File: src/include/cpu4_defines.svh
`ifndef CPU4_DEFINES_SVH
`define CPU4_DEFINES_SVH

// Instruction word from the program ROM
`define CPU4_IW 12

// Data nibble
`define CPU4_DW 4

// Shared by ROM and RAM, also the X and Y width
`define CPU4_AW 12

`define CPU4_RESET_PC 12'h100

// Fixed instruction length in clocks
`define CPU4_CYCLES 7

`endif

File: src/hdl/isa_pkg.sv
package isa_pkg;

    // Decoded operations, anything unknown folds into OP_NOP
    typedef enum logic [3:0] {
        OP_NOP   = 4'd0,
        OP_CP_XH = 4'd1,
        OP_CP_XL = 4'd2,
        OP_CP_YH = 4'd3,
        OP_CP_YL = 4'd4,
        OP_CP_RI = 4'd5,
        OP_CP_RQ = 4'd6,
        OP_LD_RI = 4'd7,
        OP_LD_RQ = 4'd8,
        OP_LD_X  = 4'd9,
        OP_LD_Y  = 4'd10
    } op_e;

    // r and q operand fields
    typedef enum logic [1:0] {
        R_A  = 2'd0,
        R_B  = 2'd1,
        R_MX = 2'd2,  // RAM at X
        R_MY = 2'd3   // RAM at Y
    } rsel_e;

endpackage

File: src/hdl/core_pkg.sv
package core_pkg;

    // One state per clock of the instruction
    typedef enum logic [2:0] {
        MC_FETCH   = 3'd0,
        MC_DECODE  = 3'd1,
        MC_MEMRD   = 3'd2,
        MC_MEMWAIT = 3'd3,
        MC_EXEC    = 3'd4,
        MC_WRITE   = 3'd5,
        MC_RETIRE  = 3'd6
    } mc_state_e;

    typedef enum logic [2:0] {
        WB_NONE = 3'd0,
        WB_A    = 3'd1,
        WB_B    = 3'd2,
        WB_MEM  = 3'd3,
        WB_X    = 3'd4,
        WB_Y    = 3'd5
    } wb_target_e;

endpackage

File: src/hdl/instr_decoder.sv
`timescale 1ns/1ns
`include "cpu4_defines.svh"

module instr_decoder
    import isa_pkg::*;
    import core_pkg::*;
(
    input  logic                clk,
    input  logic                rst_n,
    input  mc_state_e           state,
    input  logic [`CPU4_IW-1:0] rom_data,
    output op_e                 op,
    output rsel_e               r_sel,
    output rsel_e               q_sel,
    output logic [7:0]          imm,
    output wb_target_e          wb
);

    logic [`CPU4_IW-1:0] ir;

    // LD destination r to write-back target
    function automatic wb_target_e wb_of(input logic [1:0] r);
        wb_target_e t;
        case (r)
            2'd0:    t = WB_A;
            2'd1:    t = WB_B;
            default: t = WB_MEM;
        endcase
        return t;
    endfunction

    // ROM answers the MC_FETCH address during MC_DECODE
    always_ff @(posedge clk or negedge rst_n) begin
        if (!rst_n) begin
            ir <= 12'hFFB;  // NOP
        end else if (state == MC_DECODE) begin
            ir <= rom_data;
        end
    end

    // Every immediate sits at the bottom of the word
    assign imm = ir[7:0];

    always_comb begin
        op    = OP_NOP;
        r_sel = R_A;
        q_sel = R_A;
        wb    = WB_NONE;
        casez (ir)
            12'hA4?: op = OP_CP_XH;
            12'hA5?: op = OP_CP_XL;
            12'hA6?: op = OP_CP_YH;
            12'hA7?: op = OP_CP_YL;
            12'b1101_11??_????: begin  // DC0..DFF
                op    = OP_CP_RI;
                r_sel = rsel_e'(ir[5:4]);
            end
            12'hF0?: begin
                op    = OP_CP_RQ;
                r_sel = rsel_e'(ir[3:2]);
                q_sel = rsel_e'(ir[1:0]);
            end
            12'b1110_00??_????: begin  // E00..E3F
                op    = OP_LD_RI;
                r_sel = rsel_e'(ir[5:4]);
                wb    = wb_of(ir[5:4]);
            end
            12'hEC?: begin
                op    = OP_LD_RQ;
                r_sel = rsel_e'(ir[3:2]);
                q_sel = rsel_e'(ir[1:0]);
                wb    = wb_of(ir[3:2]);
            end
            12'hB??: begin
                op = OP_LD_X;
                wb = WB_X;
            end
            12'h8??: begin
                op = OP_LD_Y;
                wb = WB_Y;
            end
            default: ;  // NOP and unsupported words
        endcase
    end

endmodule

File: src/hdl/reg_file.sv
`timescale 1ns/1ns
`include "cpu4_defines.svh"

module reg_file
    import isa_pkg::*;
    import core_pkg::*;
(
    input  logic                clk,
    input  logic                rst_n,
    input  mc_state_e           state,
    input  op_e                 op,
    input  rsel_e               r_sel,
    input  rsel_e               q_sel,
    input  logic [7:0]          imm,
    input  wb_target_e          wb,
    input  logic [`CPU4_DW-1:0] ram_rdata,
    output logic [`CPU4_DW-1:0] opnd_a,
    output logic [`CPU4_DW-1:0] opnd_b,
    output logic [`CPU4_AW-1:0] ram_addr,
    output logic [`CPU4_DW-1:0] ram_wdata
);

    logic [`CPU4_DW-1:0] a_reg;
    logic [`CPU4_DW-1:0] b_reg;
    logic [`CPU4_AW-1:0] x_reg;
    logic [`CPU4_AW-1:0] y_reg;
    logic [`CPU4_DW-1:0] mem_lat;  // First RAM operand
    logic                r_reads;
    logic                two_reads;
    rsel_e               first_sel;
    logic [`CPU4_AW-1:0] first_addr;
    logic [`CPU4_AW-1:0] q_addr;
    logic [`CPU4_AW-1:0] r_addr;
    logic [`CPU4_DW-1:0] r_val;
    logic [`CPU4_DW-1:0] q_val;
    logic [`CPU4_DW-1:0] wb_val;

    assign r_reads = (op == OP_CP_RI) || (op == OP_CP_RQ);

    // MX against MY needs a second RAM read, issued in MC_MEMWAIT
    assign two_reads = (op == OP_CP_RQ) && r_sel[1] && q_sel[1] && (r_sel != q_sel);

    assign first_sel  = (r_reads && r_sel[1]) ? r_sel : q_sel;
    assign first_addr = (first_sel == R_MY) ? y_reg : x_reg;
    assign q_addr     = (q_sel == R_MY) ? y_reg : x_reg;
    assign r_addr     = (r_sel == R_MY) ? y_reg : x_reg;

    always_comb begin
        if (state == MC_WRITE) begin
            ram_addr = r_addr;
        end else if (state == MC_MEMWAIT && two_reads) begin
            ram_addr = q_addr;
        end else begin
            ram_addr = first_addr;
        end
    end

    // Data for the MC_MEMRD address
    always_ff @(posedge clk) begin
        if (state == MC_MEMWAIT) begin
            mem_lat <= ram_rdata;
        end
    end

    always_comb begin
        case (r_sel)
            R_A:     r_val = a_reg;
            R_B:     r_val = b_reg;
            default: r_val = mem_lat;
        endcase
        case (q_sel)
            R_A:     q_val = a_reg;
            R_B:     q_val = b_reg;
            default: q_val = two_reads ? ram_rdata : mem_lat;  // Second read lands in MC_EXEC
        endcase
    end

    always_comb begin
        case (op)
            OP_CP_XH: opnd_a = x_reg[11:8];
            OP_CP_XL: opnd_a = x_reg[3:0];
            OP_CP_YH: opnd_a = y_reg[11:8];
            OP_CP_YL: opnd_a = y_reg[3:0];
            OP_CP_RI,
            OP_CP_RQ: opnd_a = r_val;
            default:  opnd_a = '0;
        endcase
        case (op)
            OP_CP_XH, OP_CP_XL, OP_CP_YH, OP_CP_YL,
            OP_CP_RI: opnd_b = imm[3:0];
            OP_CP_RQ: opnd_b = q_val;
            default:  opnd_b = '0;
        endcase
    end

    assign wb_val    = (op == OP_LD_RQ) ? q_val : imm[3:0];
    assign ram_wdata = wb_val;

    always_ff @(posedge clk or negedge rst_n) begin
        if (!rst_n) begin
            a_reg <= '0;
            b_reg <= '0;
            x_reg <= '0;
            y_reg <= '0;
        end else if (state == MC_WRITE) begin
            case (wb)
                WB_A:    a_reg <= wb_val;
                WB_B:    b_reg <= wb_val;
                WB_X:    x_reg <= {4'h0, imm};  // Upper nibble cleared
                WB_Y:    y_reg <= {4'h0, imm};
                default: ;  // Memory writes go out on the RAM port
            endcase
        end
    end

endmodule

File: src/hdl/compare_unit.sv
`timescale 1ns/1ns
`include "cpu4_defines.svh"

module compare_unit
    import isa_pkg::*;
    import core_pkg::*;
(
    input  logic                clk,
    input  logic                rst_n,
    input  mc_state_e           state,
    input  op_e                 op,
    input  logic [`CPU4_DW-1:0] opnd_a,
    input  logic [`CPU4_DW-1:0] opnd_b,
    output logic                carry,
    output logic                zero
);

    logic is_cp;
    logic lt;
    logic eq;

    assign is_cp = op inside {OP_CP_XH, OP_CP_XL, OP_CP_YH, OP_CP_YL, OP_CP_RI, OP_CP_RQ};

    // Unsigned nibbles
    assign lt = opnd_a < opnd_b;
    assign eq = opnd_a == opnd_b;

    always_ff @(posedge clk or negedge rst_n) begin
        if (!rst_n) begin
            carry <= 1'b0;
            zero  <= 1'b0;
        end else if (state == MC_EXEC && is_cp) begin
            carry <= lt;  // Borrow out of a - b
            zero  <= eq;
        end
    end

endmodule

File: src/hdl/cycle_sequencer.sv
`timescale 1ns/1ns
`include "cpu4_defines.svh"

module cycle_sequencer
    import core_pkg::*;
(
    input  logic                clk,
    input  logic                rst_n,
    output mc_state_e           state,
    output logic [`CPU4_AW-1:0] pc,
    output logic                instr_done,
    input  wb_target_e          wb,
    output logic                ram_we
);

    localparam mc_state_e LAST_STATE = mc_state_e'(`CPU4_CYCLES - 1);

    // Fixed ring, no stalls
    always_ff @(posedge clk or negedge rst_n) begin
        if (!rst_n) begin
            state <= MC_FETCH;
            pc    <= `CPU4_RESET_PC;
        end else if (state == LAST_STATE) begin
            state <= MC_FETCH;
            pc    <= pc + 1'b1;
        end else begin
            state <= mc_state_e'(state + 1'b1);
        end
    end

    assign instr_done = (state == LAST_STATE);

    // One write strobe per LD to MX or MY
    assign ram_we = (state == MC_WRITE) && (wb == WB_MEM);

endmodule

File: src/hdl/cpu4_core.sv
`timescale 1ns/1ns
`include "cpu4_defines.svh"

module cpu4_core
    import isa_pkg::*;
    import core_pkg::*;
(
    input  logic                clk,
    input  logic                rst_n,
    output logic [`CPU4_AW-1:0] rom_addr,
    input  logic [`CPU4_IW-1:0] rom_data,
    output logic [`CPU4_AW-1:0] ram_addr,
    input  logic [`CPU4_DW-1:0] ram_rdata,
    output logic [`CPU4_DW-1:0] ram_wdata,
    output logic                ram_we,
    output logic                carry,
    output logic                zero,
    output logic                instr_done
);

    mc_state_e           state;
    op_e                 op;
    rsel_e               r_sel;
    rsel_e               q_sel;
    logic [7:0]          imm;
    wb_target_e          wb;
    logic [`CPU4_DW-1:0] opnd_a;
    logic [`CPU4_DW-1:0] opnd_b;

    cycle_sequencer cycle_sequencer_inst (
        .clk        (clk),
        .rst_n      (rst_n),
        .state      (state),
        .pc         (rom_addr),  // Fetch address is the PC
        .instr_done (instr_done),
        .wb         (wb),
        .ram_we     (ram_we)
    );

    instr_decoder instr_decoder_inst (
        .clk      (clk),
        .rst_n    (rst_n),
        .state    (state),
        .rom_data (rom_data),
        .op       (op),
        .r_sel    (r_sel),
        .q_sel    (q_sel),
        .imm      (imm),
        .wb       (wb)
    );

    reg_file reg_file_inst (
        .clk       (clk),
        .rst_n     (rst_n),
        .state     (state),
        .op        (op),
        .r_sel     (r_sel),
        .q_sel     (q_sel),
        .imm       (imm),
        .wb        (wb),
        .ram_rdata (ram_rdata),
        .opnd_a    (opnd_a),
        .opnd_b    (opnd_b),
        .ram_addr  (ram_addr),
        .ram_wdata (ram_wdata)
    );

    compare_unit compare_unit_inst (
        .clk    (clk),
        .rst_n  (rst_n),
        .state  (state),
        .op     (op),
        .opnd_a (opnd_a),
        .opnd_b (opnd_b),
        .carry  (carry),
        .zero   (zero)
    );

endmodule

File: config.mk
export PLATFORM = sky130hd
export DESIGN_NAME = cpu4_core
export DESIGN_NICKNAME = d
export VERILOG_FILES = /design/src/hdl/isa_pkg.sv /design/src/hdl/core_pkg.sv /design/src/hdl/instr_decoder.sv /design/src/hdl/reg_file.sv /design/src/hdl/compare_unit.sv /design/src/hdl/cycle_sequencer.sv /design/src/hdl/cpu4_core.sv
export VERILOG_INCLUDE_DIRS = /design/src /design/src/include
export SDC_FILE = /design/constraint.sdc
export NUM_CORES = 1
export LEC_CHECK = 0
export BUFFER_PORTS_ARGS = -buffer_cell sky130_fd_sc_hd__buf_2
export CORE_UTILIZATION = 33
export CTS_CLUSTER_DIAMETER = 120
export DETAILED_ROUTE_END_ITERATION = 10
export GPL_TIMING_DRIVEN = 0
export MAX_ROUTING_LAYER = met4
export PLACE_DENSITY_LB_ADDON = 0.2
export RECOVER_POWER = 100
export SYNTH_ARGS = -nofsm -noshare
export SYNTH_HDL_FRONTEND = slang
export SYNTH_SLANG_ARGS = --single-unit
File: constraint.sdc
create_clock -name clk -period 4.1 [get_ports clk]
set_input_delay 0.41 -clock clk [delete_from_list [all_inputs] [get_ports clk]]
set_output_delay 0.41 -clock clk [all_outputs]
set_load 0.005 [all_outputs]
Word level (Yosys, flattened, before mapping) --
Cells that the tools add are included.
Operators by class: add/subtract/negate cells 2, magnitude comparators 1, equality and inequality tests 36, mux-type cells 19, reductions and logical operators 21
Operators by type and width (count):
- == test 8 bit, second input constant | 6
- one-hot mux 4 bit (10 select lines) | 1
- two-way mux 12 bit | 2
- two-way mux 8 bit | 3
- one-hot mux 4 bit (2 select lines) | 3
- == test 3 bit, second input constant | 5
- adder 12 x 1 -> 12 bit, second input constant | 1
- == test 4 x 3 -> 1 bit, second input constant | 3
- == test 4 bit, second input constant | 3
- == test 6 bit, second input constant | 2
- one-hot mux 2 bit (2 select lines) | 3
- one-hot mux 3 bit (4 select lines) | 1
- one-hot mux 4 bit (3 select lines) | 1
- == test 3 x 2 -> 1 bit, second input constant | 3
- == test 2 x 1 -> 1 bit, second input constant | 4
- == test 4 x 2 -> 1 bit, second input constant | 2
- logical NOT 2 bit | 4
- two-way mux 4 bit | 2
- AND reduction 2 bit | 4
- logical AND 1 bit | 7
- == test 2 bit, second input constant | 3
- == test 3 x 1 -> 1 bit, second input constant | 2
- nonzero test 6 bit | 1
- OR reduction 2 bit | 3
- 9 further kinds | 10
Word-level totals: register bits after elaboration 57, input bits 18, output and inout port bits 32, logic and storage cells 89

Depth between registers and ports, before layout --
depth in word-level cells 10, mapped depth 13, depth with buffers taken out 12

Cells and area by module --
From an unflattened synthesis, not the netlist that was laid out.
Second synthesis, totals: cells, all modules 398, area total of the unflattened synthesis 4093.9 µm²
By module, submodules not included:
- reg_file | times used 1, cells an instance 234, area each 2309.7 µm², seq. area each 720.7 µm²
- instr_decoder | times used 1, cells an instance 83, area each 875.8 µm², seq. area each 314.1 µm²
- cycle_sequencer | times used 1, cells an instance 59, area each 703.2 µm², seq. area each 376.6 µm²
- compare_unit | times used 1, cells an instance 22, area each 205.2 µm², seq. area each 50.0 µm²

Worst setup path before layout --
Ideal clock, no wire load.
path type flip-flop to flip-flop, from register instr_decoder_inst.ir[11], to register compare_unit_inst.carry, library setup time 64 ps, data arrival time 3027 ps, data required time 4036 ps, slack 1008 ps, stages on the path, launching flop included 14, buffers on the path 1, clock period less this slack 3092 ps, path through dfstp_2 -> buf_2 -> nand4bb_1 -> or4_1 -> a221oi_4 -> mux2i_1 -> nor2_1 -> a21oi_1 -> ha_1 -> nor2b_1 -> o21ai_0 -> nand2b_1 -> a211oi_1 -> a21o_1
Between the ends: word-level cells in the longest chain between the ends 10, elaborated cells between the ends (all ways) 39, classes of those cells order compare (1); eq/ne (19); mux (8); reduce/logical (11)
Ends and longest elaborated chain:
- start: declaration | RTL line instr_decoder.sv:19 | logic [`CPU4_IW-1:0] ir;
- start signal: assignment | RTL line instr_decoder.sv:37 | ir <= rom_data;
- == test 8 bit (tied with other cells) | RTL line instr_decoder.sv:49 | casez (ir)
- one-hot mux 4 bit (10 select lines) or OR reduction 2 bit (tied branches)
- == test 4 x 3 -> 1 bit or one-hot mux 2 bit (2 select lines) (tied branches)
- logical AND 1 bit (3 in a row) | RTL line reg_file.sv:41 | assign two_reads = (op == OP_CP_RQ) && r_sel[1] && q_sel[1] && (r_sel != q_sel);
- two-way mux 4 bit | RTL line reg_file.sv:74 | default: q_val = two_reads ? ram_rdata : mem_lat;
- one-hot mux 4 bit (2 select lines) | RTL line reg_file.sv:71 | case (q_sel)
- one-hot mux 4 bit (2 select lines) | RTL line reg_file.sv:88 | case (op)
- < comparator 4 bit | RTL line compare_unit.sv:25 | assign lt = opnd_a < opnd_b;
- end signal: assignment | RTL line compare_unit.sv:33 | carry <= lt;
- end: declaration | RTL line compare_unit.sv:14 | output logic carry,
Parallel ways exist; a longest one is shown, timed or not. A chain may end at the register's enable or synchronous reset.

Worst setup path in the final report --
from register instr_decoder_inst.ir[9], to output port ram_addr[3]
Between the ends: word-level cells in the longest chain between the ends 10, elaborated cells between the ends (all ways) 33, classes of those cells eq/ne (16); mux (9); reduce/logical (8)
Ends and longest elaborated chain:
- == test 8 bit (tied with other cells) | RTL line instr_decoder.sv:49
- one-hot mux 4 bit (10 select lines) | RTL line instr_decoder.sv:49
- == test 4 x 3 -> 1 bit (on tied branches) | RTL line reg_file.sv:38, reg_file.sv:41
- logical OR 1 bit | RTL line reg_file.sv:38 | assign r_reads = (op == OP_CP_RI) || (op == OP_CP_RQ);
- logical AND 1 bit | RTL line reg_file.sv:43 | assign first_sel = (r_reads && r_sel[1]) ? r_sel : q_sel;
- two-way mux 2 bit | RTL line reg_file.sv:43
- == test 2 bit | RTL line reg_file.sv:44 | assign first_addr = (first_sel == R_MY) ? y_reg : x_reg;
- two-way mux 8 bit | RTL line reg_file.sv:44
- two-way mux 12 bit | RTL line reg_file.sv:51 | end else if (state == MC_MEMWAIT && two_reads) begin
- two-way mux 12 bit * | RTL line reg_file.sv:49 | if (state == MC_WRITE) begin
- end: declaration | RTL line cpu4_core.sv:12 | output logic [`CPU4_AW-1:0] ram_addr,
Mark *: on every way between the ends. The rest lies on a longest branch, timed or not.

==> impl_metrics.env <==
export IMPL_numCtsBuffers=9
export IMPL_grt_pass1_wl_mm=13.4
export IMPL_finClkSkew_ns=0.00628
export IMPL_syn_area_mm2=0.00334
export IMPL_grt_max_degree=54
export IMPL_ys_types=60
export IMPL_maxSlewHeadroom_pct=-90.0
export IMPL_final_max_slew_violation_count=54
export IMPL_cts_resized=0
export IMPL_synth_area_per_cell_um2=11.1
export IMPL_die_x_um=103
export IMPL_cts_max_level=3
export IMPL_reg_top3="cycle_sequencer_inst.pc (12), instr_decoder_inst.ir (12)"
export IMPL_outcome="finished, violations left"
export IMPL_dieArea_mm2=0.0105
export IMPL_num_vias=2488
export IMPL_layout_drive_gt1_share_pct=31.7
export IMPL_dieHeight_um=103
export IMPL_start_kind="flop"
export IMPL_grt_pass1_vias=2616
export IMPL_required_ns=3.69
export IMPL_drt_initial_drc_count=69
export IMPL_cts_sinks=57
export IMPL_cts_setup_buffers=0
export IMPL_setup_viol=0
export IMPL_ios=50
export IMPL_fin_crit_sh_pct=93.3
export IMPL_fin_crit_ns=3.83
export IMPL_overflow=0
export IMPL_drc=0
export IMPL_timing_critical_path_to_type="primary output"
export IMPL_yosysTopAreaCell="dfrtp_1"
export IMPL_ir_drop_mv=0.202
export IMPL_wirelength_mm=7.99
export IMPL_dp_hpwl_mm=5.87
export IMPL_p_leak_nw=1.63
export IMPL_yosysSeqAreaShare_pct=43.7
export IMPL_antenna_found_initial=0
export IMPL_critPathKind="reg -> out"
export IMPL_nets=385
export IMPL_violations="max-capacitance violations, max-slew violations"
export IMPL_worst_skew_pair_late_latency_ns=0.34
export IMPL_num_rows=36
export IMPL_fillers=990
export IMPL_cp_max_fo=10
export IMPL_yosysWarnings=0
export IMPL_ys_flop_type="dfrtp_1"
export IMPL_cts_tree="built"
export IMPL_ys_ff_latch=57
export IMPL_start_util_pct=34.2
export IMPL_dr_pass1_iters=5
export IMPL_finalSetupTns_ns=0
export IMPL_max_clock_freq_mhz=261
export IMPL_p_total_mw=1.28
export IMPL_area_growth_pct=17.1
export IMPL_clkTransAtPathRegs_ns=0.07
export IMPL_wl_per_cell_um=16.0
export IMPL_cp_arrival_ns=3.42
export IMPL_async_flop_share_pct=93.0
export IMPL_track_usage_pct=17.8
export IMPL_place_congestion=0.852
export IMPL_clock_path_buffers=2
export IMPL_yosys_area_top_type_share_pct=30.7
export IMPL_hold_viol=0
export IMPL_hold_path_class="in -> reg"
export IMPL_p_per_area_mw_per_mm2=328
export IMPL_synthCells=302
export IMPL_core_area_mm2=0.00977
export IMPL_diodes=0
export IMPL_clock_root_buffer="clkbuf_8"
export IMPL_worst_pin_slew_ns=2.85
export IMPL_synth_edf_count=4
export IMPL_postRouteAntennaNets=0
export IMPL_synth_common_cells="dfrtp_1 (41), mux2_2 (41), nor2_1 (26), nand2_1 (18), mux2i_1 (15)"
export IMPL_hold_buffers=0
export IMPL_max_cap_violations=1
export IMPL_rsz0062_at_grt="false"
export IMPL_synthTopCellsByArea="dfrtp_1 (31%), mux2_2 (14%), dfstp_2 (9.4%), mux2i_1 (4.5%), edfxtp_1 (3.6%)"
export IMPL_io_buffers=45
export IMPL_viasPerCell=4.99
## placed cells by master, fill, tap and decap left out, types with 10 or more instances in the layout
master    count
clkbuf_8     10
dfrtp_1      41
buf_2        30
mux2_2       41
nor2_1       26
dfstp_2      10
mux2i_1      15
clkbuf_1     26
o21ai_0      12
nand2_1      18
## report_power, final
group | total (mW) | leakage (nW) | switching [mW] | internal (mW)
clock network | 0.530 | 0.104 | 0.234 | 0.296
logic | 0.132 | 0.839 | 0.0699 | 0.0623
registers | 0.622 | 0.691 | 0.0213 | 0.601
total | 1.28 | 1.63 | 0.325 | 0.959
## area by class of cell
| cell class | count | area [µm²] | area share (%) |
|---|---|---|---|
| Clock inverter | 5 | 55.1 | 1.41 |
| Clock buffer | 11 | 141 | 3.61 |
| Tap cell | 133 | 166 | 4.25 |
| Inverter | 5 | 18.8 | 0.479 |
| Timing Repair Buffer | 45 | 206 | 5.27 |
| Multi-Input combinational cell | 226 | 1780 | 45.5 |
| Buffer | 17 | 85.1 | 2.17 |
| Sequential cell | 57 | 1460 | 37.3 |
## kinds of logic after synthesis
logic type | synth area share [%]
compound gates | 12.0
xor+xnor | 3.14
fa+ha+maj | 2.25
buf+inv | 3.18
flops | 43.7
mux | 19.0
other cells | 0.112
simple gates | 16.6
## worst max-delay path, stage by stage, from the launching register on
cell,delay [ns]
dfstp_2,0.56
clkbuf_1,0.35
or3b_2,0.49
o22ai_1,0.25
o211ai_1,0.15
mux2i_1,0.18
o31ai_4,0.56
mux2_2,0.40
buf_2,0.13
## worst paths after layout
path	startpoint	to	slack, ns	depth (start not counted)
worst max-delay path	instr_decoder_inst.ir[9]$_DFFE_PN1N_	ram_addr[3]	0.27	8
worst min-delay path	ram_rdata[0]	reg_file_inst.mem_lat[0]$_DFFE_PN_	0.26	1
worst max register to register	instr_decoder_inst.ir[11]$_DFFE_PN1N_	compare_unit_inst.carry$_DFFE_PN0P_	0.41	13
worst min register to register	cycle_sequencer_inst.pc[11]$_DFFE_PN0P_	cycle_sequencer_inst.pc[11]$_DFFE_PN0P_	0.47	1
max in group asynchronous	rst_n	cycle_sequencer_inst.pc[10]$_DFFE_PN0P_	1.50	1
min in group asynchronous	rst_n	reg_file_inst.b_reg[0]$_DFFE_PN0P_	0.97	1
## per-stage QoR
step	cell area (µm²)	hold WS, ns	std cells	util [%]	setup WS (ns)
2_1_floorplan	3350	0.114	305	-	1.01
3_3_place_gp	3750	0.460	483	38.3	0.600
3_5_place_dp	3750	0.464	483	38.3	0.585
4_1_cts	3940	0.248	499	40.3	0.256
5_1_grt	3920	0.248	499	40.1	0.0473
6_report	3920	0.258	499	40.1	0.273
## routing by layer
metal	wire length, µm	vias up	global-route usage, %
met4	150	0	5.71
met1	3720	1190	21.5
met3	361	14	5.42
li1	-	1231	-
met2	3760	53	28.5
met5	0	-	-
Note: power is estimated with default switching activity, not from simulation.
